--- src/cam_stream_macros.svh ---
`ifndef CAM_STREAM_MACROS_SVH
`define CAM_STREAM_MACROS_SVH

// ==============================
// Data path widths
// ==============================
`define CS_PIX_W          16    // Camera pixel word
`define CS_BYTE_W         8     // USB byte stream
`define CS_LVL_W          12    // Byte level, 0 to 2048

// ==============================
// Stream FIFO sizing
// ==============================
`define CS_FIFO_BYTES     2048  // Depth in bytes
`define CS_AFULL_MARGIN   4     // Free bytes left when almost-full rises

// ==============================
// Config registers
// ==============================
`define CS_CFG_ADDR_W     2     // Register address width
`define CS_CFG_DATA_W     16    // Register write data width
`define CS_REG_MARKER_LEN 0     // Marker length register
`define CS_REG_PKT_THRESH 1     // Packet threshold register
`define CS_MARKER_LEN_RST 1000  // Marker is len plus one zero words
`define CS_PKT_THRESH_RST 512   // One high speed bulk packet

`endif

--- src/cam_stream_pkg.sv ---
`default_nettype none

`include "cam_stream_macros.svh"

package cam_stream_pkg;

  // ==============================
  // Vector types
  // ==============================
  typedef logic [`CS_PIX_W-1:0]      pixel_t;        // Camera or reordered word
  typedef logic [`CS_BYTE_W-1:0]     stream_byte_t;  // One USB byte
  typedef logic [`CS_LVL_W-1:0]      fifo_level_t;   // Byte count, level and threshold
  typedef logic [`CS_CFG_DATA_W-1:0] marker_len_t;   // Marker length, words minus one
  typedef logic [`CS_CFG_ADDR_W-1:0] cfg_addr_t;     // Register address
  typedef logic [`CS_CFG_DATA_W-1:0] cfg_data_t;     // Register write value

  // ==============================
  // Frame marker FSM
  // ==============================
  typedef enum logic {
    MK_IDLE,    // Passing camera words
    MK_ACTIVE   // Emitting zero words
  } marker_state_t;

endpackage

`default_nettype wire

--- src/stream_cfg_regs.sv ---
`timescale 1ns/1ps
`default_nettype none

`include "cam_stream_macros.svh"

module stream_cfg_regs (
  input  logic                        cmos_pclk,     // Pixel clock
  input  logic                        I_rst_n,       // Async reset, active low
  input  logic                        cfg_we_i,      // Write strobe
  input  cam_stream_pkg::cfg_addr_t   cfg_addr_i,    // Register select
  input  cam_stream_pkg::cfg_data_t   cfg_wdata_i,   // Write value
  output cam_stream_pkg::marker_len_t marker_len_o,  // Zero words per marker, minus one
  output cam_stream_pkg::fifo_level_t pkt_thresh_o   // Bytes needed before reads
);

  // Register addresses in the local address type
  localparam cam_stream_pkg::cfg_addr_t addr_marker_len =
    cam_stream_pkg::cfg_addr_t'(`CS_REG_MARKER_LEN);
  localparam cam_stream_pkg::cfg_addr_t addr_pkt_thresh =
    cam_stream_pkg::cfg_addr_t'(`CS_REG_PKT_THRESH);

  cam_stream_pkg::marker_len_t marker_len_q;  // Marker length register
  cam_stream_pkg::fifo_level_t pkt_thresh_q;  // Packet threshold register
  logic                        we_marker;     // Write hits marker length
  logic                        we_thresh;     // Write hits threshold

  // Address decode
  assign we_marker = cfg_we_i & (cfg_addr_i == addr_marker_len);
  assign we_thresh = cfg_we_i & (cfg_addr_i == addr_pkt_thresh);

  // ==============================
  // Register storage
  // ==============================
  always_ff @(posedge cmos_pclk or negedge I_rst_n) begin
    if (!I_rst_n) begin
      marker_len_q <= cam_stream_pkg::marker_len_t'(`CS_MARKER_LEN_RST);  // 1001 words
      pkt_thresh_q <= cam_stream_pkg::fifo_level_t'(`CS_PKT_THRESH_RST);  // 512 bytes
    end else begin
      if (we_marker) begin
        marker_len_q <= cfg_wdata_i;  // Full 16 bits
      end
      if (we_thresh) begin
        pkt_thresh_q <= cfg_wdata_i[`CS_LVL_W-1:0];  // Low 12 bits only
      end
      // Other addresses fall through untouched
    end
  end

  assign marker_len_o = marker_len_q;  // Level to inserter
  assign pkt_thresh_o = pkt_thresh_q;  // Level to FIFO read gate

endmodule

`default_nettype wire

--- config.mk ---
export PLATFORM = sky130hd
export DESIGN_NAME = stream_cfg_regs
export DESIGN_NICKNAME = d
export VERILOG_FILES = /design/src/cam_stream_pkg.sv /design/src/stream_cfg_regs.sv
export VERILOG_INCLUDE_DIRS = /design/src
export SDC_FILE = /design/constraint.sdc
export NUM_CORES = 1
export LEC_CHECK = 0
export BUFFER_PORTS_ARGS = -buffer_cell sky130_fd_sc_hd__buf_2
export CAP_MARGIN = 20
export CORE_MARGIN = 4
export CORE_UTILIZATION = 43
export CTS_BUF_LIST = sky130_fd_sc_hd__clkbuf_8
export DETAILED_ROUTE_END_ITERATION = 12
export PLACE_DENSITY = 0.75
export SKIP_LAST_GASP = 1
export SLEW_MARGIN = 25
export SYNTH_ARGS = -nofsm -noshare
export SYNTH_HDL_FRONTEND = slang
export SYNTH_SLANG_ARGS = --single-unit
--- constraint.sdc ---
create_clock -name cmos_pclk -period 0.8 [get_ports cmos_pclk]
set_input_delay 0.08 -clock cmos_pclk [delete_from_list [all_inputs] [get_ports cmos_pclk]]
set_output_delay 0.08 -clock cmos_pclk [all_outputs]
set_load 0.01 [all_outputs]
# [Yosys cells after proc, flatten, opt, wreduce, memory -nomap -nowiden]
# Index checks and enable logic that the tools add are counted.
[classes] eq_ne=1 n_bitwise=2 reduce_logical=1
[op_table] operator="$and 1x1->1" count=2
[op_table] operator="$eq 2x1->1 const B" count=1
[op_table] operator="$logic_not 2->1" count=1
[totals] regBits=28 inputBits=21 out_inout_bits=28 wordCells=6

# [Logic depth before layout (Yosys ltp)]
[logic_depth] ltp_word=2 mapped_depth=3 depth_no_buf=2

# [Worst setup path after synthesis]
# OpenSTA, ideal clock, no wires.
[synth_timing] path_kind="input port to flip-flop" startpoint="input port cfg_addr_i[1]" endpoint="register marker_len_q[10] (netlist: marker_len_o[10])" setup_ps=125 arrival_time_ps=910 t_required_ps=675 path_slack_ps=-235 cell_stages=3 path_buffers=1 cell_sequence="nor3b_4 buf_8 mux2_2"
[synth_between] elab_chain_cells=2
[synth_rtl] item="start: declaration" line_no="stream_cfg_regs.sv:10" rtl="input cam_stream_pkg::cfg_addr_t cfg_addr_i,"
[synth_rtl] item="$logic_not 2->1" line_no="stream_cfg_regs.sv:28" rtl="assign we_marker = cfg_we_i & (cfg_addr_i == addr_marker_len);"
[synth_rtl] item="$and 1x1->1" line_no="stream_cfg_regs.sv:28"
[synth_rtl] item="end signal: assignment" line_no="stream_cfg_regs.sv:36" rtl="marker_len_q <= cam_stream_pkg::marker_len_t'(`CS_MARKER_LEN_RST);"
[synth_rtl] item="end signal: assignment" line_no="stream_cfg_regs.sv:40" rtl="marker_len_q <= cfg_wdata_i;"
[synth_rtl] item="end: declaration" line_no="stream_cfg_regs.sv:22" rtl="cam_stream_pkg::marker_len_t marker_len_q;"
# Every way passes these cells.
# A chain may end at the register's enable or synchronous reset.

# [Final worst setup path]
[layout_timing] startpoint="register marker_len_q[6] (netlist: marker_len_o[6])" endpoint="output port marker_len_o[6]"
[layout_lines] item="end: declaration" line_no="stream_cfg_regs.sv:12" rtl="output cam_stream_pkg::marker_len_t marker_len_o,"
# No word-level cell between the ends.

==> run_results.csv <==
group,metric,value,unit
route,finalWirelength,2530,um
finish,finalNetCount,140,
floorplanning,fp.dieW,58.0,um
route,post-route-drc-count,0,
critical_path,rrSetupSlack,-70,ps
floorplanning,die_h,58.0,um
logic_synthesis,synth_top_family_by_area,"multiplexers",
sta,slew_headroom,84.2,%
logic_synthesis,post-synth-top-area-cell,"dfrtp_1",
critical_path,path_max_fanout,2,
finish,fill_cells,188,
critical_path,path_class,"reg -> out",
power_and_ir_drop,leakagePower,0.771,nW
logic_synthesis,synth_nets,81,
clock_network,numCtsBuffers,3,
floorplanning,row_count,17,
power_and_ir_drop,peakVddDrop,0.00160,V
sta,final.setup.worst_slack,-206,ps
logic_synthesis,synth_cell_types,7,
logic_synthesis,synth_flop_cell,"dfrtp_1",
critical_path,path_buf_inv,1,
placed_design,gp_congestion,0.681,
global_route,overflow,0,
logic_synthesis,yosysWarnings,0,
power_and_ir_drop,powerDensity,2410,mW/mm^2
floorplanning,core,0.00230,mm^2
route,vias,719,
critical_path,crit_family,"flip-flops",
route,drt-initial-drc-count,14,
logic_synthesis,async_reset_ff_share,100,%
finish,final_layout_size_suffix_gt1_share,80.5,%
placed_design,io_buffers,48,
logic_synthesis,synth_edf_count,0,
sta,tightest_slew,237,ps
route,final_antenna_net_count,0,
placed_design,dp_hpwl,1830,um
route,avgViaCountPerCell,4.92,
critical_path,reg2reg_depth,2,
min_path,hold_path_depth,2,
critical_path,required,720,ps
logic_synthesis,synth_top_area_share,49.0,%
clock_network,clock-root-buffer,"clkbuf_8",
sta,hold_viol,0,
outcome,status,"finished, violations left",
floorplanning,initial_core_util,46.7,%
clock_network,cts.sinks,28,
logic_synthesis,syn_area_per_cell,17.9,um^2
logic_synthesis,yosys.area_share.simple,2.45,%
min_path,hp-class,"in -> reg",
logic_synthesis,synth.area.mux_share,29.4,%
critical_path,slowest_delay,560,ps
finish,fin_util,68.4,%
sta,fmax,0.994,GHz
sta,finClkSkew,0,ps
global_route,grt_pass1_wl,3920,um
outcome,violations,"setup timing",
global_route,first_global_vias,827,
sta,finalSetupViolations,33,
logic_synthesis,ys_seq_elements,28,
sta,tns,-3210,ps
logic_synthesis,synthTopCellsByCount,"28 x mux2_2, 21 x dfrtp_1, 7 x dfstp_2",
floorplanning,dieArea,0.00336,mm^2
min_path,hold_end,"marker_len_o[14]",
finish,antenna_cells,0,
clock_network,tritoncts,"done",
critical_path,r2r-start,"marker_len_o[1]",
placed_design,placed_area,0.00140,mm^2
route,post_drt_wl_per_cell,17.3,um
logic_synthesis,synth-adder-area-share,0,%
logic_synthesis,syn_area,0.00107,mm^2
job,drv_cap,0,
global_route,antenna_found_initial,0,
logic_synthesis,netlist_instances,60,
clock_network,cts_buffer_depth,2,
clock_network,path_clk_slew,90,ps
global_route,grt_usage,15.8,%
logic_synthesis,synth.most_common_cell,"mux2_2",
clock_network,cts.htree.levels,1,
finish,syn2layout_area_growth,46.4,%
logic_synthesis,synth_xor_area_share,0,%
critical_path,cp.arrival,930,ps
route,dr.pass1.iters,3,
sta,min_period,1010,ps
min_path,hp-start,"cfg_wdata_i[14]",
critical_path,end_kind,"output port",
critical_path,startpoint_type,"register",
logic_synthesis,synth_compound_area_share,0,%
floorplanning,ios,49,
logic_synthesis,synth.yosys.seq_area_share,66.1,%
critical_path,slowest_stage,"dfstp_2",
logic_synthesis,synth_area_leaders,"dfrtp_1 49%, mux2_2 29%, dfstp_2 17%",
sta,min_period_over_period,126,%
critical_path,reg2reg_to,"marker_len_o[1]",
sta,rsz0062_at_grt,"yes",
sta,drv_slew,0,
critical_path,cp_cell_sequence,"buf_6",
finish,fin_area,0.00157,mm^2
global_route,grt_max_degree,29,
clock_network,clock_latency,270,ps
cell usage in the layout, fill, tap and decap left out, drive strengths merged:
cell / count
clkbuf: 4
dlygate4sd3: 1
dfrtp: 21
nand3b: 1
dfstp: 7
nor3b: 1
buf: 55
mux2: 28
metrics by stage:
stage	std cells	total power, mW	setup WS (ps)	hold WS, ps
final	146	3.78	-206	42.9
after global routing	146	3.97	-234	28.4
after CTS	144	3.75	-210	28.6
after detailed placement	138	2.77	-312	36.4
after global placement	138	2.72	-251	32.9
after floorplan	60	2.32	-216	-216
metal layers:
layer | part of all wire (%) | up-vias | wire, um | global-route usage [%]
met4 | 3.1 | 0 | 78 | 11.3
met3 | 2.7 | 6 | 69 | 1.34
met1 | 34 | 367 | 853 | 15.6
li1 | - | 328 | - | -
met2 | 60 | 18 | 1530 | 30.3
met5 | 0 | - | 0 | 0
registers in the layout, indices dropped and copies added (netlist names):
signal / count
pkt_thresh_o: 12
marker_len_o: 16
worst max path at each step:
stage          cells after the start  slack (ps)            start               end
6_report                           1        -210  marker_len_o[6]   marker_len_o[6]
5_1_grt                            1        -230  marker_len_o[6]   marker_len_o[6]
4_1_cts                            1        -210  marker_len_o[9]   marker_len_o[9]
3_5_place_dp                       4        -310    cfg_addr_i[0]  marker_len_o[12]
3_3_place_gp                       4        -250    cfg_addr_i[0]  marker_len_o[14]
2_1_floorplan                      3        -220    cfg_addr_i[0]  marker_len_o[10]
cells by family after synthesis:
| logic type | Yosys count |
|---|---|
| and+or+nand+nor | 2 |
| buffers and inverters | 2 |
| DFF | 28 |
| muxes | 28 |
report_power, final:
group | internal (mW) | switching [mW] | leakage [nW]
Sequential | 1.73 | 0.157 | 0.322
Combinational | 0.627 | 0.407 | 0.421
Clock | 0.440 | 0.417 | 0.0288
area by class of cell:
| type | instances | area (um^2) | share of cell area (%) |
|---|---|---|---|
| Sequential cell | 28 | 709 | 45.1 |
| Timing Repair Buffer | 56 | 389 | 24.8 |
| Multi-Input combinational cell | 30 | 383 | 24.4 |
| Clock buffer | 4 | 55.1 | 3.50 |
| Tap cell | 28 | 35.0 | 2.23 |
what timing repair did:
action                                  4_1_cts  5_1_grt
cloned                                        0        1
hold buffers                                  1        0
endpoints found under the setup margin       33       42
setup buffers                                 1        1
pin swaps                                     0        1
gates resized for setup                       8       11
hold endpoints to repair                     28        0
No activity file was read; power rests on OpenSTA's default activity.
