### src/cam_stream_macros.svh
`ifndef CAM_STREAM_MACROS_SVH
`define CAM_STREAM_MACROS_SVH

// ==============================
// Data path widths
// ==============================
`define CS_PIX_W          16    // Camera pixel word
`define CS_BYTE_W         8     // USB byte stream
`define CS_LVL_W          12    // Byte level, 0 to 2048

// ==============================
// Stream FIFO sizing
// ==============================
`define CS_FIFO_BYTES     2048  // Depth in bytes
`define CS_AFULL_MARGIN   4     // Free bytes left when almost-full rises

// ==============================
// Config registers
// ==============================
`define CS_CFG_ADDR_W     2     // Register address width
`define CS_CFG_DATA_W     16    // Register write data width
`define CS_REG_MARKER_LEN 0     // Marker length register
`define CS_REG_PKT_THRESH 1     // Packet threshold register
`define CS_MARKER_LEN_RST 1000  // Marker is len plus one zero words
`define CS_PKT_THRESH_RST 512   // One high speed bulk packet

`endif

### src/cam_stream_pkg.sv
`default_nettype none

`include "cam_stream_macros.svh"

package cam_stream_pkg;

  // ==============================
  // Vector types
  // ==============================
  typedef logic [`CS_PIX_W-1:0]      pixel_t;        // Camera or reordered word
  typedef logic [`CS_BYTE_W-1:0]     stream_byte_t;  // One USB byte
  typedef logic [`CS_LVL_W-1:0]      fifo_level_t;   // Byte count, level and threshold
  typedef logic [`CS_CFG_DATA_W-1:0] marker_len_t;   // Marker length, words minus one
  typedef logic [`CS_CFG_ADDR_W-1:0] cfg_addr_t;     // Register address
  typedef logic [`CS_CFG_DATA_W-1:0] cfg_data_t;     // Register write value

  // ==============================
  // Frame marker FSM
  // ==============================
  typedef enum logic {
    MK_IDLE,    // Passing camera words
    MK_ACTIVE   // Emitting zero words
  } marker_state_t;

endpackage

`default_nettype wire

### src/frame_marker_inserter.sv
`timescale 1ns/1ps
`default_nettype none

module frame_marker_inserter (
  input  logic                        cmos_pclk,     // Pixel clock
  input  logic                        I_rst_n,       // Async reset, active low
  input  logic                        cam_vsync_i,   // Frame sync level
  input  logic                        cam_de_i,      // Camera word strobe
  input  cam_stream_pkg::pixel_t      cam_data_i,    // Packed RGB565 word
  input  cam_stream_pkg::marker_len_t marker_len_i,  // Marker words minus one
  input  logic                        afull_i,       // FIFO almost full
  output logic                        wr_en_o,       // FIFO write strobe
  output cam_stream_pkg::pixel_t      wr_data_o      // FIFO write word
);

  cam_stream_pkg::marker_state_t state_q;       // Marker FSM
  cam_stream_pkg::marker_len_t   mk_cnt_q;      // Zero words emitted so far
  logic                          vsync_q;       // Vsync one cycle back
  logic                          vsync_rise;    // Low to high on vsync
  logic                          mk_active;     // FSM in marker
  logic                          mk_start;      // Edge that opens a marker
  logic                          mk_emit;       // Zero word goes out
  logic                          mk_last;       // Final zero word
  logic                          pix_accept;    // Camera word goes out
  cam_stream_pkg::pixel_t        pix_rgb;       // Reordered camera word
  logic                          wr_en_q;       // Registered strobe
  cam_stream_pkg::pixel_t        wr_data_q;     // Registered word

  // ==============================
  // Sampling and decisions
  // ==============================
  assign vsync_rise = cam_vsync_i & ~vsync_q;                 // High now, low before
  assign mk_active  = (state_q == cam_stream_pkg::MK_ACTIVE);
  assign mk_start   = vsync_rise & ~mk_active & ~afull_i;     // Otherwise edge is lost
  assign mk_emit    = mk_active & ~afull_i;                   // Pause while almost full
  assign mk_last    = (mk_cnt_q >= marker_len_i);             // Counter ran 0 to len
  assign pix_accept = ~mk_active & cam_de_i & ~afull_i;       // Dropped in marker or afull

  // Camera packs blue high, so swap to red, green, blue
  assign pix_rgb = {cam_data_i[4:0], cam_data_i[10:5], cam_data_i[15:11]};

  // ==============================
  // Marker FSM and word counter
  // ==============================
  always_ff @(posedge cmos_pclk or negedge I_rst_n) begin
    if (!I_rst_n) begin
      state_q  <= cam_stream_pkg::MK_IDLE;
      mk_cnt_q <= '0;
      vsync_q  <= 1'b0;
    end else begin
      vsync_q <= cam_vsync_i;  // Edge detect history
      case (state_q)
        cam_stream_pkg::MK_IDLE: begin
          if (mk_start) begin
            state_q  <= cam_stream_pkg::MK_ACTIVE;
            mk_cnt_q <= '0;  // First zero word next cycle
          end
        end
        cam_stream_pkg::MK_ACTIVE: begin
          if (mk_emit) begin
            if (mk_last) begin
              state_q <= cam_stream_pkg::MK_IDLE;  // len plus one words done
            end else begin
              mk_cnt_q <= mk_cnt_q + 1'b1;
            end
          end
        end
        default: begin
          state_q <= cam_stream_pkg::MK_IDLE;
        end
      endcase
    end
  end

  // ==============================
  // Registered FIFO write port
  // ==============================
  always_ff @(posedge cmos_pclk or negedge I_rst_n) begin
    if (!I_rst_n) begin
      wr_en_q <= 1'b0;
    end else begin
      wr_en_q <= pix_accept | mk_emit;  // One cycle after sampling
    end
  end

  // Payload, zero during marker
  always_ff @(posedge cmos_pclk) begin
    wr_data_q <= mk_active ? '0 : pix_rgb;
  end

  assign wr_en_o   = wr_en_q;
  assign wr_data_o = wr_data_q;

endmodule

`default_nettype wire

### config.mk
export PLATFORM = sky130hd
export DESIGN_NAME = frame_marker_inserter
export DESIGN_NICKNAME = d
export VERILOG_FILES = /design/src/cam_stream_pkg.sv /design/src/frame_marker_inserter.sv
export VERILOG_INCLUDE_DIRS = /design/src
export SDC_FILE = /design/constraint.sdc
export NUM_CORES = 1
export LEC_CHECK = 0
export ABC_AREA = 1
export BUFFER_PORTS_ARGS = -buffer_cell sky130_fd_sc_hd__buf_2
export CAP_MARGIN = 30
export CORE_UTILIZATION = 45
export DETAILED_ROUTE_END_ITERATION = 8
export GPL_ROUTABILITY_DRIVEN = 0
export MAX_ROUTING_LAYER = met4
export PLACE_DENSITY = 0.72
export SYNTH_ARGS = -nofsm -noshare
export SYNTH_HDL_FRONTEND = slang
export SYNTH_SLANG_ARGS = --single-unit
### constraint.sdc
create_clock -name cmos_pclk -period 3.8 [get_ports cmos_pclk]
set_clock_uncertainty 0.15 [all_clocks]
set_input_delay 0.19 -clock cmos_pclk [delete_from_list [all_inputs] [get_ports cmos_pclk]]
set_output_delay 0.19 -clock cmos_pclk [all_outputs]
set_load 0.02 [all_outputs]
# ---- Word-level counts from Yosys, hierarchy flattened
# Cells that the tools add are included.
dict set report op_classes {
  add_sub_neg 1
  n_lt_le_gt_ge 1
  n_eq_ne 3
  n_mux 8
  bitwise 10
  reduce_logical 1
}
# operator count
set op_table {}
lappend op_table {{$mux W16} 3}
lappend op_table {{$pmux W16 S2} 1}
lappend op_table {{$add A16 B1 Y16 const B} 1}
lappend op_table {{$ge A16 B16 Y1} 1}
lappend op_table {{$and A1 B1 Y1} 6}
lappend op_table {{$ne A2 B2 Y1 const B} 2}
lappend op_table {{$mux W1} 3}
lappend op_table {{$not A1 Y1} 3}
lappend op_table {{$reduce_and A3 Y1} 1}
lappend op_table {{$ne A2 B1 Y1 const B} 1}
lappend op_table {{$pmux W1 S2} 1}
lappend op_table {{$or A1 B1 Y1} 1}
dict set report word_totals {
  regBits 35
  out_inout_bits 17
  wordCells 29
}

# ---- Longest topological paths before layout
# Gate-level depths: netlist of run 1.
dict set report depth {
  ltp_word 6
  depth_mapped 16
  mapped_depth_nobuf 15
}

# ---- Least setup slack after synthesis of run 1
# No wires, ideal clock.
dict set report synth_path {
  kind {register to register}
  start {register mk_cnt_q[7]}
  end {register mk_cnt_q[10]}
  arrival_time_ns 1.566
  setup_slack_ns 1.967
  path_stages_with_launch 15
  n_path_buf 1
  cell_sequence {dfrtp_1 -> ha_1 -> nand2_1 -> inv_2 -> nand2_1 -> nand2_1 -> nor2_1 -> nand2_1 -> nand2_1 -> nand2_1 -> nand2_4 -> nand2_4 -> buf_6 -> nand2_1 -> nand2_1}
}
dict set report synth_via {
  elab_chain_len 4
  elab_cells_between_ends 7
  classes_between {add/sub: 1; order compare: 1; eq/ne: 1; mux: 3; reduce/logical: 1}
}
# element line
set synth_lines {}
lappend synth_lines {{start, declared} frame_marker_inserter.sv:17} ;# cam_stream_pkg::marker_len_t mk_cnt_q;
lappend synth_lines {{start signal, assigned} frame_marker_inserter.sv:64} ;# mk_cnt_q <= mk_cnt_q + 1'b1;
lappend synth_lines {{$add A16 B1 Y16} frame_marker_inserter.sv:64}
lappend synth_lines {{$mux W16} frame_marker_inserter.sv:61} ;# if (mk_last) begin
lappend synth_lines {{$mux W16} frame_marker_inserter.sv:60} ;# if (mk_emit) begin
lappend synth_lines {{$pmux W16 S2} frame_marker_inserter.sv:52} ;# case (state_q)
# Several ways; a longest one is shown, not always the timed one. The select of a mux whose other input is x is not followed.
# A chain may end at the register's enable or synchronous reset.

# ---- Worst setup path after layout of run 1
dict set report layout_path {
  start {register state_q (netlist: mk_active)}
  end {register mk_cnt_q[10]}
}
dict set report layout_via {
  elab_chain_len 5
  elab_cells_between_ends 9
  classes_between {eq/ne: 3; mux: 1; bitwise: 4; reduce/logical: 1}
}
# element line
set layout_lines {}
lappend layout_lines {{start, declared} frame_marker_inserter.sv:16} ;# cam_stream_pkg::marker_state_t state_q;
lappend layout_lines {{start signal, assigned} frame_marker_inserter.sv:47} ;# state_q <= cam_stream_pkg::MK_IDLE;
lappend layout_lines {{start signal, assigned} frame_marker_inserter.sv:55} ;# state_q <= cam_stream_pkg::MK_ACTIVE;
lappend layout_lines {{start signal, assigned} frame_marker_inserter.sv:62} ;# state_q <= cam_stream_pkg::MK_IDLE;
lappend layout_lines {{$not A1 Y1} -}
lappend layout_lines {{$and A1 B1 Y1 (2 in a row)} frame_marker_inserter.sv:34} ;# assign mk_start = vsync_rise & ~mk_active & ~afull_i;
lappend layout_lines {{$ne A2 B2 Y1 (no source line)} -}
lappend layout_lines {{$reduce_and A3 Y1 (no source line)} -}
# Several ways; a longest one is shown, not always the timed one.

==> results of run 1 <==
[flip-flops by register name, summed over array words and instances (netlist names)]
| name | cells |
|---|---|
| wr_data_o | 16 |
| wr_en_o | 1 |
| vsync_q | 1 |
| mk_cnt_q | 16 |
| mk_active | 1 |
[logic make-up (layout without fill, tap and decap cells)]
kind of cell | count (synthesis) | in the layout | synth area share (%)
AOI/OAI and AO/OA | 15 | 15 | 4.319
buffers and inverters | 55 | 131 | 10.73
and+or+nand+nor | 161 | 161 | 33.50
adders and majority gates | 17 | 17 | 10.49
DFF | 35 | 35 | 39.24
xor gates and xnor gates | 4 | 4 | 1.727
[critical path: stages, from the launching register on]
cell,delay (ns)
dfrtp_1,0.32
buf_4,0.26
inv_2,0.18
nor3b_2,0.20
nand2_1,0.07
a21oi_1,0.15
nand2_1,0.13
nand2_4,0.19
nand2_4,0.17
nand2_1,0.12
nand2_1,0.05
[where the power goes]
group	internal, mW	total (mW)	leakage [nW]	switching (mW)
Clock	0.146	0.278	0.0482	0.132
Sequential	0.394	0.423	0.377	0.0291
Combinational	0.0887	0.187	1.11	0.0979
Total	0.629	0.888	1.54	0.259
[cells in the final DEF, fill, tap and decap left out]
master / n
a21oi_1: 8
and3_1: 1
buf_2: 53
buf_4: 1
clkbuf_1: 1
clkbuf_8: 6
clkinv_2: 1
dfrtp_1: 19
dfxtp_1: 16
dlygate4sd3_1: 20
ha_1: 17
inv_1: 47
inv_2: 2
nand2_1: 80
nand2_4: 2
nand3_1: 22
nand3b_1: 1
nand4_1: 3
nor2_1: 45
nor2_2: 2
nor3_1: 4
nor3b_2: 1
o21a_1: 1
o21ai_0: 2
o21bai_1: 4
xor2_1: 4
[layer usage]
metal  vias up  routed length (um)
met1       905                2194
met5         -                   0
met4         0                  43
met2        52                2241
met3         5                 235
li1       1033                   -
[through the flow]
stage          utilization (%)  cell area, um2
5_1_grt                  60.26            2624
6_report                 60.26            2624
2_1_floorplan                -            2028
4_1_cts                  60.26            2624
3_3_place_gp             53.56            2332
3_5_place_dp             53.56            2332
[timing repair]
item,4_1_cts,5_1_grt
endpoints found under the hold margin,37,0
setup endpoints to repair,0,0
buffers inserted,0,0
hold buffers,20,0
[layout make-up]
| cell class | count | area (um2) |
|---|---|---|
| fill | 373 | 1730 |
| multi-input combinational | 197 | 1015 |
| sequential | 35 | 795.8 |
| timing repair buffer | 74 | 473.0 |
| inverter | 49 | 183.9 |
| clock buffer | 7 | 86.33 |
| tap | 52 | 65.06 |
| clock inverter | 1 | 5.005 |
[worst max path at each step]
stage,startpoint,endpoint,slack [ns],depth (start not counted)
2_1_floorplan,mk_cnt_q[7],mk_cnt_q[10],1.97,14
3_3_place_gp,mk_active,mk_cnt_q[2],1.68,10
3_5_place_dp,mk_active,mk_cnt_q[10],1.67,10
4_1_cts,mk_active,mk_cnt_q[10],1.67,10
5_1_grt,mk_active,mk_cnt_q[2],1.51,10
6_report,mk_active,mk_cnt_q[10],1.68,10
==> results, run 1 <==
- The flow ran to the end, and the final reports show no timing, DRC or antenna violations.
- The cell count after placement is ~390.
- The total via count in the routed design is approximately 2000.
- The fraction of the cycle the final worst path needs is a little under three fifths.
- Counting every sink on the clock net gives 35.
- The worst-case IR drop observed on VDD is 0.0002359 V.
- The die is approximately 70 um wide.
- Measured against its own limit, the worst slew margin works out to between 50% and 60%.
- Synthesis inferred 35 register bits.
- By area the synthesized netlist is led by dfrtp_1, dfxtp_1, nand2_1.
- The endpoint kind of the worst setup timing path is a flop.
- Ranked by instance count, the synthesized netlist is headed by nand2_1, inv_1, nor2_1.
- The sum of net half-perimeters after detailed placement is a little over 3000 um.
- For the worst setup path, the data required time is 3.82 ns.
- Summed over all cells, the static leakage comes to 1.540 nW.
- The total of warnings raised by yosys is 0.
- The count of nets left with antenna violations once routing finished came out at 0.
- The net count after synthesis is about 340.
- Once the clock tree was built, the resizer swapped 0 gates to a different size.
- The top cell type by area accounts for 23.44% of the synthesized area.
- In this run the core area contains 24 standard-cell rows.
- The overall fraction of global-route tracks in use is approximately 22%.
- The wire length per cell is between 10 and 15 um.
- Setup total negative slack on the finished layout was measured at 0 ns.
- The overall die height is 69.14 um.
- The number of I/O pins is 54.
- The number of pins with negative max-slew slack in the final report is 0.
- Derived from the worst setup path, the maximum achievable clock frequency is about 470 MHz.
- The global-route track usage on met2 is 36.03%.
- Max-cap violations in this run came to 0.
- The areal power density over the cells is around 340 mW/mm2.
- The violation count after the first detailed-route iteration is 110.
- In this run the worst path has a maximum fanout of 24.
- Counting cells, the worst reg-to-reg path comes to 10.
- The clock root buffer is clkbuf_8.
- Each instance of the synthesized netlist takes up on average 7.067 um2.
- The kind of launch point of the worst setup path is a flop.
- Setup slack closes at 1.684 ns.
- The via density per instance is roughly 4.8.
- The count of endpoints failing setup in the final report is 0.
- In the routed design, unresolved DRC markers number 0.
- The total design power is 0.8877 mW.
- The most used flip-flop cell after synthesis is dfrtp_1.
- The final number of hold-violating endpoints is 0.
- For this run, the post-layout net count is approximately 420.
- The number of enable flip-flop cells after synthesis is 0.
- The region available for standard cell placement spans about 0.0044 mm2.
- Setup repair after global routing left no endpoint under its margin.
- The most common cell in the synthesized netlist is nand2_1.
- The die covers ~0.0048 mm2.
- Sequential cells were found to cover 39.24% of the synthesized design area.
- The fraction of met3 tracks used by global routing is about 3.8%.
- The number of distinct library cells after synthesis is 23.
- The area overhead of the layout relative to synthesis is 29.36%.
- Prior to clock tree synthesis, the placed netlist has a worst setup slack of between 1.5 and 2 ns.
- TritonCTS built the clock tree.
- The initial core utilization is a little under half.
- The leading area contributor after synthesis is dfrtp_1.
- STA puts the critical path data arrival time at between 2 and 2.5 ns.
- The number of antenna cells inserted is 0.
- The number of H-tree levels is 2.
- The minimum clock period is between 2 and 2.5 ns.
- The total congestion overflow is 0.
- The clock slew at the register clock pins of the worst setup and hold paths is around 0.07 ns.
- The worst hold path belongs to the class input pin to asynchronous set/reset pin.
- The number of global-route vias before repair was between 1500 and 2000.
- The worst reg2reg path endpoint is mk_cnt_q[10].
- The number of non-filler instances in the completed layout is around 420.
- The initial antenna violation count is 0.
- Global routing consumed, on the met1 layer, between 20% and 30% of the routing resources.
- The clock passes through at most 2 buffers.
- The global-route wire length before repair is a little over 8000 um.
- Input and output buffers added on the ports amount to 53.
- After technology mapping, the gate count stands at 287.
- Counting the buffers created by CTS gives 5.
- The launching point of the worst reg2reg path is mk_active.
- In this run the cell area of the synthesized design comes to between 0.002 and 0.0025 mm2.
- The total wire length after detailed routing is 4714 um.
- Across all hold checks on the routed design, the worst slack comes to roughly 0.24 ns.
- The detailed-router iteration count before antenna repair is 4.
- After global routing, the most crowded layer is met2.
- After synthesis, the share of flip-flops with an asynchronous set or reset is 54.29%.
- The critical path in this run is classified as flop to flop.
- The pin count of the biggest net entering global routing is 25.
- For the pin with the worst max-slew slack, the measured transition is approximately 0.63 ns.
- Across all register-to-register paths, the minimum setup slack is 1.68 ns.
- The post-route netlist has roughly a fifth of its cells at a drive strength greater than 1.
- The later pin in the worst-skew pair is clocked with a latency of between 0.2 and 0.3 ns.
Note: power is estimated with default switching activity, not from simulation.
==> run 2, diff against run 1 <==
- PLACE_DENSITY: 0.72 -> 0.75
- clock period: 3.8 -> 1.8 ns (I/O delays scaled with it)
==> run 2 against run 1 <==
Compared with the run above:
- the run now ends with setup timing left
- sequential power increased by 110%
- die area unchanged
- clock-buffer cell count decreased by 1
- sequential share of layout area decreased by 4.2 points
- setup slack got worse by 1.8 ns
- via count increased by 6.3%
- combinational power increased to 3.2 times the previous value
- sequential cell count unchanged
- global-route usage increased by 1.1 points
- critical path type unchanged
- largest cell class unchanged
==> results, run 2 (synthesis results as in run 1) <==
- The maximum clock path buffer count is 2 (unchanged).
- The kind of launch point of the worst setup path is a flop (unchanged).
- The type of the most critical hold path is input pin to asynchronous set/reset pin (unchanged).
- The number of clock buffers inserted by TritonCTS is 5 (unchanged).
- The global-route wire length before repair came to 8556 um (was 8245 um).
- The areal power density over the cells came to 668.6 mW/mm2 (was 338.3 mW/mm2).
- The dominant delay contributor by cell family on the critical path is simple AND/OR/NAND/NOR gates (unchanged).
- The filler cell count in the final layout is 332 (was 373).
- The pin count of the biggest net entering global routing came to 24 (was 25).
- The sum of net half-perimeters after detailed placement was 3286 um (was 3078 um).
- The x dimension of the die is 69.14 um (unchanged).
- The initial core utilization was 46.58% (unchanged).
- The number of I/O pins is 54 (unchanged).
- The max-capacitance violation count is 0 (unchanged).
- The initial antenna violation count is 0 (unchanged).
- The detailed-router iteration count before antenna repair is 4 (unchanged).
- The violation count after the first detailed-route iteration is 110 (unchanged).
- The minimum setup slack among reg-to-reg paths is -0.11 ns (was 1.68 ns).
- The overall fraction of global-route tracks in use is 22.86% (was 21.75%).
- The count of endpoints failing setup in the final report is 16 (was 0).
- The number of cells on the worst reg-to-reg path is 11 (was 10).
- The number of cell rows came to 24 (unchanged).
- The final number of hold-violating endpoints is 0 (unchanged).
- The final-stage net count was 447 (was 416).
- Unrepaired setup endpoints after global routing: yes (was no).
- The most used cell along the critical path is nand2_1 (unchanged).
- The worst ir drop on vdd is 0.0007266 V (was 0.0002359 V).
- The total design power is 2.037 mW (was 0.8877 mW).
- The critical path class is flop to flop (unchanged).
- The stage delay of the slowest cell on the critical path is 0.41 ns (was 0.32 ns).
- The minimum hold slack is 0.1359 ns (was 0.2403 ns).
- The cell count after placement was 409 (was 387).
- The arrival time at the worst endpoint is 1.94 ns (was 2.14 ns).
- The total non-filler cell area in the finished layout is 0.003047 mm2 (was 0.002624 mm2).
- The combined buffer and inverter count along the critical path is 1 (was 2).
- The number of pins with negative max-slew slack in the final report is 0 (unchanged).
- The total congestion overflow is 0 (unchanged).
- The fraction of the cycle the final worst path needs came to 106.0% (was 55.69%).
- The transition time of the tightest slew-check pin is 0.4519 ns (was 0.6255 ns).
- The area of placed instances is 0.002516 mm2 (was 0.002332 mm2).
- Commonest cells after routing, fill and taps aside: nand2_1, buf_2, inv_1 (unchanged).
- The most common library cell in the layout ignoring fill and taps is nand2_1 (unchanged).
- The minimum clock period is 1.907 ns (was 2.116 ns).
- The number of global-route vias before repair is 2027 (was 1943).
- The fraction of layout cells with a size suffix above 1 came to 32.23% (was 18.73%).
- The clock slew at the register clock pins of the worst setup and hold paths is 0.07 ns (about the same).
- The clock latency of the later-clocked register in the worst-skew pair is 0.29 ns (was 0.28 ns).
- The count of buffers from port buffering is 53 (unchanged).
- The number of non-filler instances in the completed layout is 446 (was 415).
- The checks that failed: setup timing.
- The overall die height is 69.14 um (unchanged).
- The full die area is 0.004780 mm2 (unchanged).
- The total via count in the routed design is 2121 (was 1995).
- The placeable core area came to 0.004354 mm2 (unchanged).
- The wire length per cell is 12.14 um (was 11.36 um).
- The CTS sink count came to 35 (unchanged).
- The final worst setup slack came to -0.1072 ns (was 1.684 ns).
- The biggest fanout along the worst timing path is 6 (was 24).
- The via density per instance was 4.756 (was 4.807).
- The number of H-tree levels was 2 (unchanged).
- The clock root buffer is clkbuf_8 (unchanged).
- The endpoint kind of the worst setup timing path is a flop (unchanged).
- The required time at the worst-slack endpoint came to 1.84 ns (was 3.82 ns).
- The CTS tree is yes (unchanged).
- The cell leakage power is 1.717 nW (was 1.540 nW).
- The number of antenna cells inserted is 0 (unchanged).
- The utilization after layout is 69.97% (was 60.26%).
- The residual antenna-violating net count after detailed routing is 0 (unchanged).
- The total wire length after detailed routing is 5414 um (was 4714 um).
- The maximum clock frequency is 524.3 MHz (was 472.6 MHz).
- Status: finished, violations left (was finished clean).
- The headroom to the max-slew limit is 69.87% (was 58.20%).
- The area overhead of the layout relative to synthesis is 50.22% (was 29.36%).
- The slowest cell on the critical path is dfrtp_1 (unchanged).
- The launching point of the worst reg2reg path is mk_cnt_q[3] (was mk_active).
- The number of remaining DRC errors is 0 (unchanged).
- Cell chain of the critical path: ha_4 > nand4_1 > nor2_2 > nor2_1 > nand2_1 > nand2_1 > nand2_2 > nand2_8 > clkbuf_16 > nand3_1 > nand2_1 (was buf_4 > inv_2 > nor3b_2 > nand2_1 > a21oi_1 > nand2_1 > nand2_4 > nand2_4 > nand2_1 > nand2_1).
- The worst reg2reg path endpoint is mk_cnt_q[13] (was mk_cnt_q[10]).
-- run 2: changes by cell type in the layout (fill, tap and decap cells not counted), sizes merged --
cell | before | now
buf | 54 | 83
clkinvlp | 0 | 1
nand2 | 82 | 83
-- run 2: where the power goes --
group	total, mW	internal, mW	switching (mW)	leakage, nW
Combinational	0.595	0.310	0.285	1.30
Sequential	0.875	0.832	0.0432	0.377
Clock	0.567	0.270	0.297	0.0412
-- run 2: worst max-delay path by stage --
stage	startpoint	endpoint	slack, ns	cells past startpoint
global route	mk_cnt_q[5]	mk_cnt_q[6]	-0.23	13
global placement	mk_cnt_q[11]	mk_cnt_q[2]	-0.06	9
floorplan	mk_cnt_q[7]	mk_cnt_q[10]	-0.01	14
CTS	mk_cnt_q[5]	mk_cnt_q[8]	-0.07	13
finish	mk_cnt_q[3]	mk_cnt_q[13]	-0.11	11
detailed placement	mk_cnt_q[11]	mk_cnt_q[8]	-0.09	9
-- run 2: timing repair --
action / CTS / global route
endpoints found under the hold margin: 37 / 0
hold buffers: 20 / 0
setup endpoints to repair: 16 / 16
gates resized for setup: 3 / 27
buffers inserted: 4 / 3
gates cloned: 0 / 2
pin swaps: 1 / 13
-- run 2: per-stage QoR --
stage	setup WS (ns)	setup TNS [ns]
final	-0.1072	-1.385
after global routing	-0.2332	-3.507
after CTS	-0.07102	-0.8988
after detailed placement	-0.09443	-1.271
after global placement	-0.06211	-0.9465
after floorplan	-0.01086	-0.1026
-- run 2: cell type report --
type / instances / area [um2] / share of cell area, %
well taps: 52 / 65.06 / 2.136
inverters: 49 / 183.9 / 6.037
multi-input cells: 198 / 1185 / 38.89
clock buffers: 6 / 72.57 / 2.382
repair buffers: 104 / 732.0 / 24.02
clock inverters: 2 / 12.51 / 0.4107
flip-flops and latches: 35 / 795.8 / 26.12
-- run 2: per-layer routing --
metal	up-vias	share of wire, %	routed length, um	GRT usage (%)
met2	74	49	2672	39.37
li1	1097	-	-	-
met1	940	43	2307	26.99
met5	-	0	0	-
met3	10	6.3	339	5.263
met4	0	1.7	94	5.442
==> run 3, diff against run 2 <==
--- a/config.mk
+++ b/config.mk
@@ -11,2 +11,3 @@
 export CAP_MARGIN = 30
+export CORE_ASPECT_RATIO = 0.9
 export CORE_UTILIZATION = 45
--- a/constraint.sdc
+++ b/constraint.sdc
@@ -4,2 +4,2 @@
 set_output_delay 0.09 -clock cmos_pclk [all_outputs]
-set_load 0.02 [all_outputs]
+set_load 0.05 [all_outputs]
==> run 3 against run 2 <==
Compared with the run above:
- the flow still finishes with violations (setup timing)
- setup slack gained 0.028 ns
- fmax rose by 1.5%
- final cell count rose by 1.8%
- sequential share of layout area fell by 0.42 points
- combinational power increased by 2%
- critical path type unchanged
- highest routed layer unchanged
==> results, run 3 (synthesis results as in run 1) <==
- The max-capacitance violation count was 0 (unchanged).
- The count of buffers from port buffering is 53 (unchanged).
- The slowest cell on the critical path was dfrtp_1 (unchanged).
- The overall fraction of global-route tracks in use is 25.07% (was 22.86%).
- The full die area came to 0.004780 mm2 (about the same).
- The filler cell count in the final layout was 317 (was 332).
- The final number of hold-violating endpoints is 0 (unchanged).
- The global-route wire length before repair is 8894 um (was 8556 um).
- The wire length per cell is 11.77 um (was 12.14 um).
- The fraction of power consumed by the clock network was 29.3% (was 27.8%).
- The power spent charging and discharging nets is 0.6420 mW (was 0.6244 mW).
- Violations in the final reports: setup timing (unchanged).
- The violation count after the first detailed-route iteration is 168 (was 110).
- The initial antenna violation count is 0 (unchanged).
- The sum of net half-perimeters after detailed placement is 3473 um (was 3286 um).
- The stage delay of the slowest cell on the critical path is 0.40 ns (was 0.41 ns).
- The detailed-router iteration count before antenna repair was 4 (unchanged).
- The multi-input gate area in the final layout was 0.001239 mm2 (was 0.001185 mm2).
- The areal power density over the cells is 678.5 mW/mm2 (was 668.6 mW/mm2).
- The final-stage net count is 447 (unchanged).
- The overall die height came to 65.69 um (was 69.14 um).
- The switching power share of the total is 30.55% (was 30.65%).
- The most used cell along the critical path was nand2_1 (unchanged).
- The total congestion overflow was 0 (unchanged).
- The minimum hold slack is 0.1196 ns (was 0.1359 ns).
- The combinational share of power is 29.0% (was 29.2%).
- The dominant delay contributor by cell family on the critical path is simple AND/OR/NAND/NOR gates (unchanged).
- The clock slew at the register clock pins of the worst setup and hold paths came to 0.08 ns (was 0.07 ns).
- The clock root buffer is clkbuf_8 (unchanged).
- Unrepaired setup endpoints after global routing: yes (unchanged).
- The biggest fanout along the worst timing path is 4 (was 6).
- The number of antenna cells inserted is 0 (unchanged).
- The x dimension of the die is 72.77 um (was 69.14 um).
- The cell leakage power is 1.728 nW (was 1.717 nW).
- Cell chain of the critical path: buf_4 > ha_1 > nand2_1 > nor2_2 > nand3_1 > o21bai_1 > nand2_1 > nor2_1 > nand3_1 > nand2_1 (was ha_4 > nand4_1 > nor2_2 > nor2_1 > nand2_1 > nand2_1 > nand2_2 > nand2_8 > clkbuf_16 > nand3_1 > nand2_1).
- The residual antenna-violating net count after detailed routing came to 0 (unchanged).
- The kind of launch point of the worst setup path is a flop (unchanged).
- The final worst setup slack is -0.07947 ns (was -0.1072 ns).
- The total via count in the routed design is 2137 (was 2121).
- The area overhead of the layout relative to synthesis is 52.68% (was 50.22%).
- The combined flip-flop and latch cell area was 795.8 um2 (unchanged).
- The number of remaining DRC errors is 0 (unchanged).
- The maximum clock path buffer count is 2 (unchanged).
- The count of endpoints failing setup in the final report is 17 (was 16).
- The transition time of the tightest slew-check pin is 0.4596 ns (was 0.4519 ns).
- The minimum setup slack among reg-to-reg paths is -0.08 ns (was -0.11 ns).
- The fraction of the cycle the final worst path needs is 104.4% (was 106.0%).
- Status: finished, violations left (unchanged).
- The number of global-route vias before repair came to 2082 (was 2027).
- The pre-CTS setup slack is -0.1158 ns (was -0.09443 ns).
- The minimum clock period came to 1.879 ns (was 1.907 ns).
- The CTS tree is yes (unchanged).
- The clock latency of the later-clocked register in the worst-skew pair is 0.30 ns (was 0.29 ns).
- The number of cell rows is 22 (was 24).
- The number of H-tree levels is 2 (unchanged).
- The arrival time at the worst endpoint was 1.96 ns (was 1.94 ns).
- The fraction of layout cells with a size suffix above 1 is 34.01% (was 32.23%).
- The most common library cell in the layout ignoring fill and taps is nand2_1 (unchanged).
- The via density per instance is 4.707 (was 4.756).
- The sequential group share of total power is 41.7% (was 43.0%).
- The worst reg2reg path endpoint is mk_cnt_q[12] (was mk_cnt_q[13]).
- The placeable core area was 0.004212 mm2 (was 0.004354 mm2).
- The total wire length after detailed routing is 5345 um (was 5414 um).
- The number of cells on the worst reg-to-reg path is 10 (was 11).
- The worst ir drop on vdd was 0.0005997 V (was 0.0007266 V).
- The combined buffer and inverter count along the critical path came to 1 (unchanged).
- The maximum clock frequency is 532.1 MHz (was 524.3 MHz).
- The number of I/O pins is 54 (unchanged).
- The internal power is 1.459 mW (was 1.413 mW).
- The required time at the worst-slack endpoint came to 1.88 ns (was 1.84 ns).
- The number of clock buffers inserted by TritonCTS is 5 (unchanged).
- The endpoint kind of the worst setup timing path is a flop (unchanged).
- The CTS sink count is 35 (unchanged).
- The launching point of the worst reg2reg path is mk_cnt_q[1] (was mk_cnt_q[3]).
- The initial core utilization is 48.16% (was 46.58%).
- The number of pins with negative max-slew slack in the final report is 0 (unchanged).
- The headroom to the max-slew limit is 69.36% (was 69.87%).
- The critical path class is flop to flop (unchanged).
- The pin count of the biggest net entering global routing came to 23 (was 24).
- The type of the most critical hold path is input pin to asynchronous set/reset pin (unchanged).
- Commonest cells after routing, fill and taps aside: nand2_1, buf_2, inv_1 (unchanged).
[run 3: timing repair]
| action | CTS | global route |
|---|---|---|
| endpoints found under the setup margin | 16 | 17 |
| resized for setup | 21 | 21 |
| gates cloned | 3 | 0 |
| hold buffers | 20 | 0 |
| endpoints found under the hold margin | 37 | 0 |
| pin swaps | 20 | 13 |
| buffers inserted | 4 | 1 |
[run 3: worst max path at each step]
stage / from / end / slack, ns / cells past startpoint
CTS: mk_cnt_q[7] / mk_cnt_q[4] / -0.09 / 13
global route: mk_cnt_q[0] / mk_cnt_q[3] / -0.19 / 15
finish: mk_cnt_q[1] / mk_cnt_q[12] / -0.08 / 10
floorplan: mk_cnt_q[7] / mk_cnt_q[10] / -0.01 / 14
global placement: mk_cnt_q[7] / mk_cnt_q[14] / -0.06 / 13
detailed placement: mk_cnt_q[7] / mk_cnt_q[14] / -0.12 / 13
[run 3: final cells by class]
| class | count | area share [%] |
|---|---|---|
| multi-input cells | 199 | 40.00 |
| flip-flops and latches | 35 | 25.70 |
| repair buffers | 103 | 22.79 |
| inverters | 49 | 5.939 |
| clock buffers | 6 | 2.667 |
| well taps | 60 | 2.424 |
| clock inverters | 2 | 0.4848 |
[run 3: metal layers]
layer / up-vias / GRT usage [%] / routed length (um)
met4: 0 / 7.598 / 93
met3: 11 / 6.902 / 372
met5: - / - / 0
met1: 948 / 30.60 / 2409
li1: 1091 / - / -
met2: 87 / 40.54 / 2469
[run 3: stage by stage]
stage	total power, mW	std cells	utilization, %	instance area [um2]	TNS [ns]
floorplan	1.157	287	-	2034	-0.1026
global placement	1.328	418	59.86	2521	-0.8211
detailed placement	1.348	418	59.86	2521	-1.455
CTS	2.017	453	70.62	2974	-1.252
global route	2.235	454	73.53	3097	-2.753
finish	2.101	454	73.53	3097	-0.9971
[run 3: power groups by stage]
stage	logic, mW	registers, mW	clock network, mW
global route	0.687	0.882	0.667
finish	0.609	0.876	0.616
floorplan	0.260	0.897	0
CTS	0.523	0.863	0.631
global placement	0.450	0.877	0
detailed placement	0.468	0.880	0
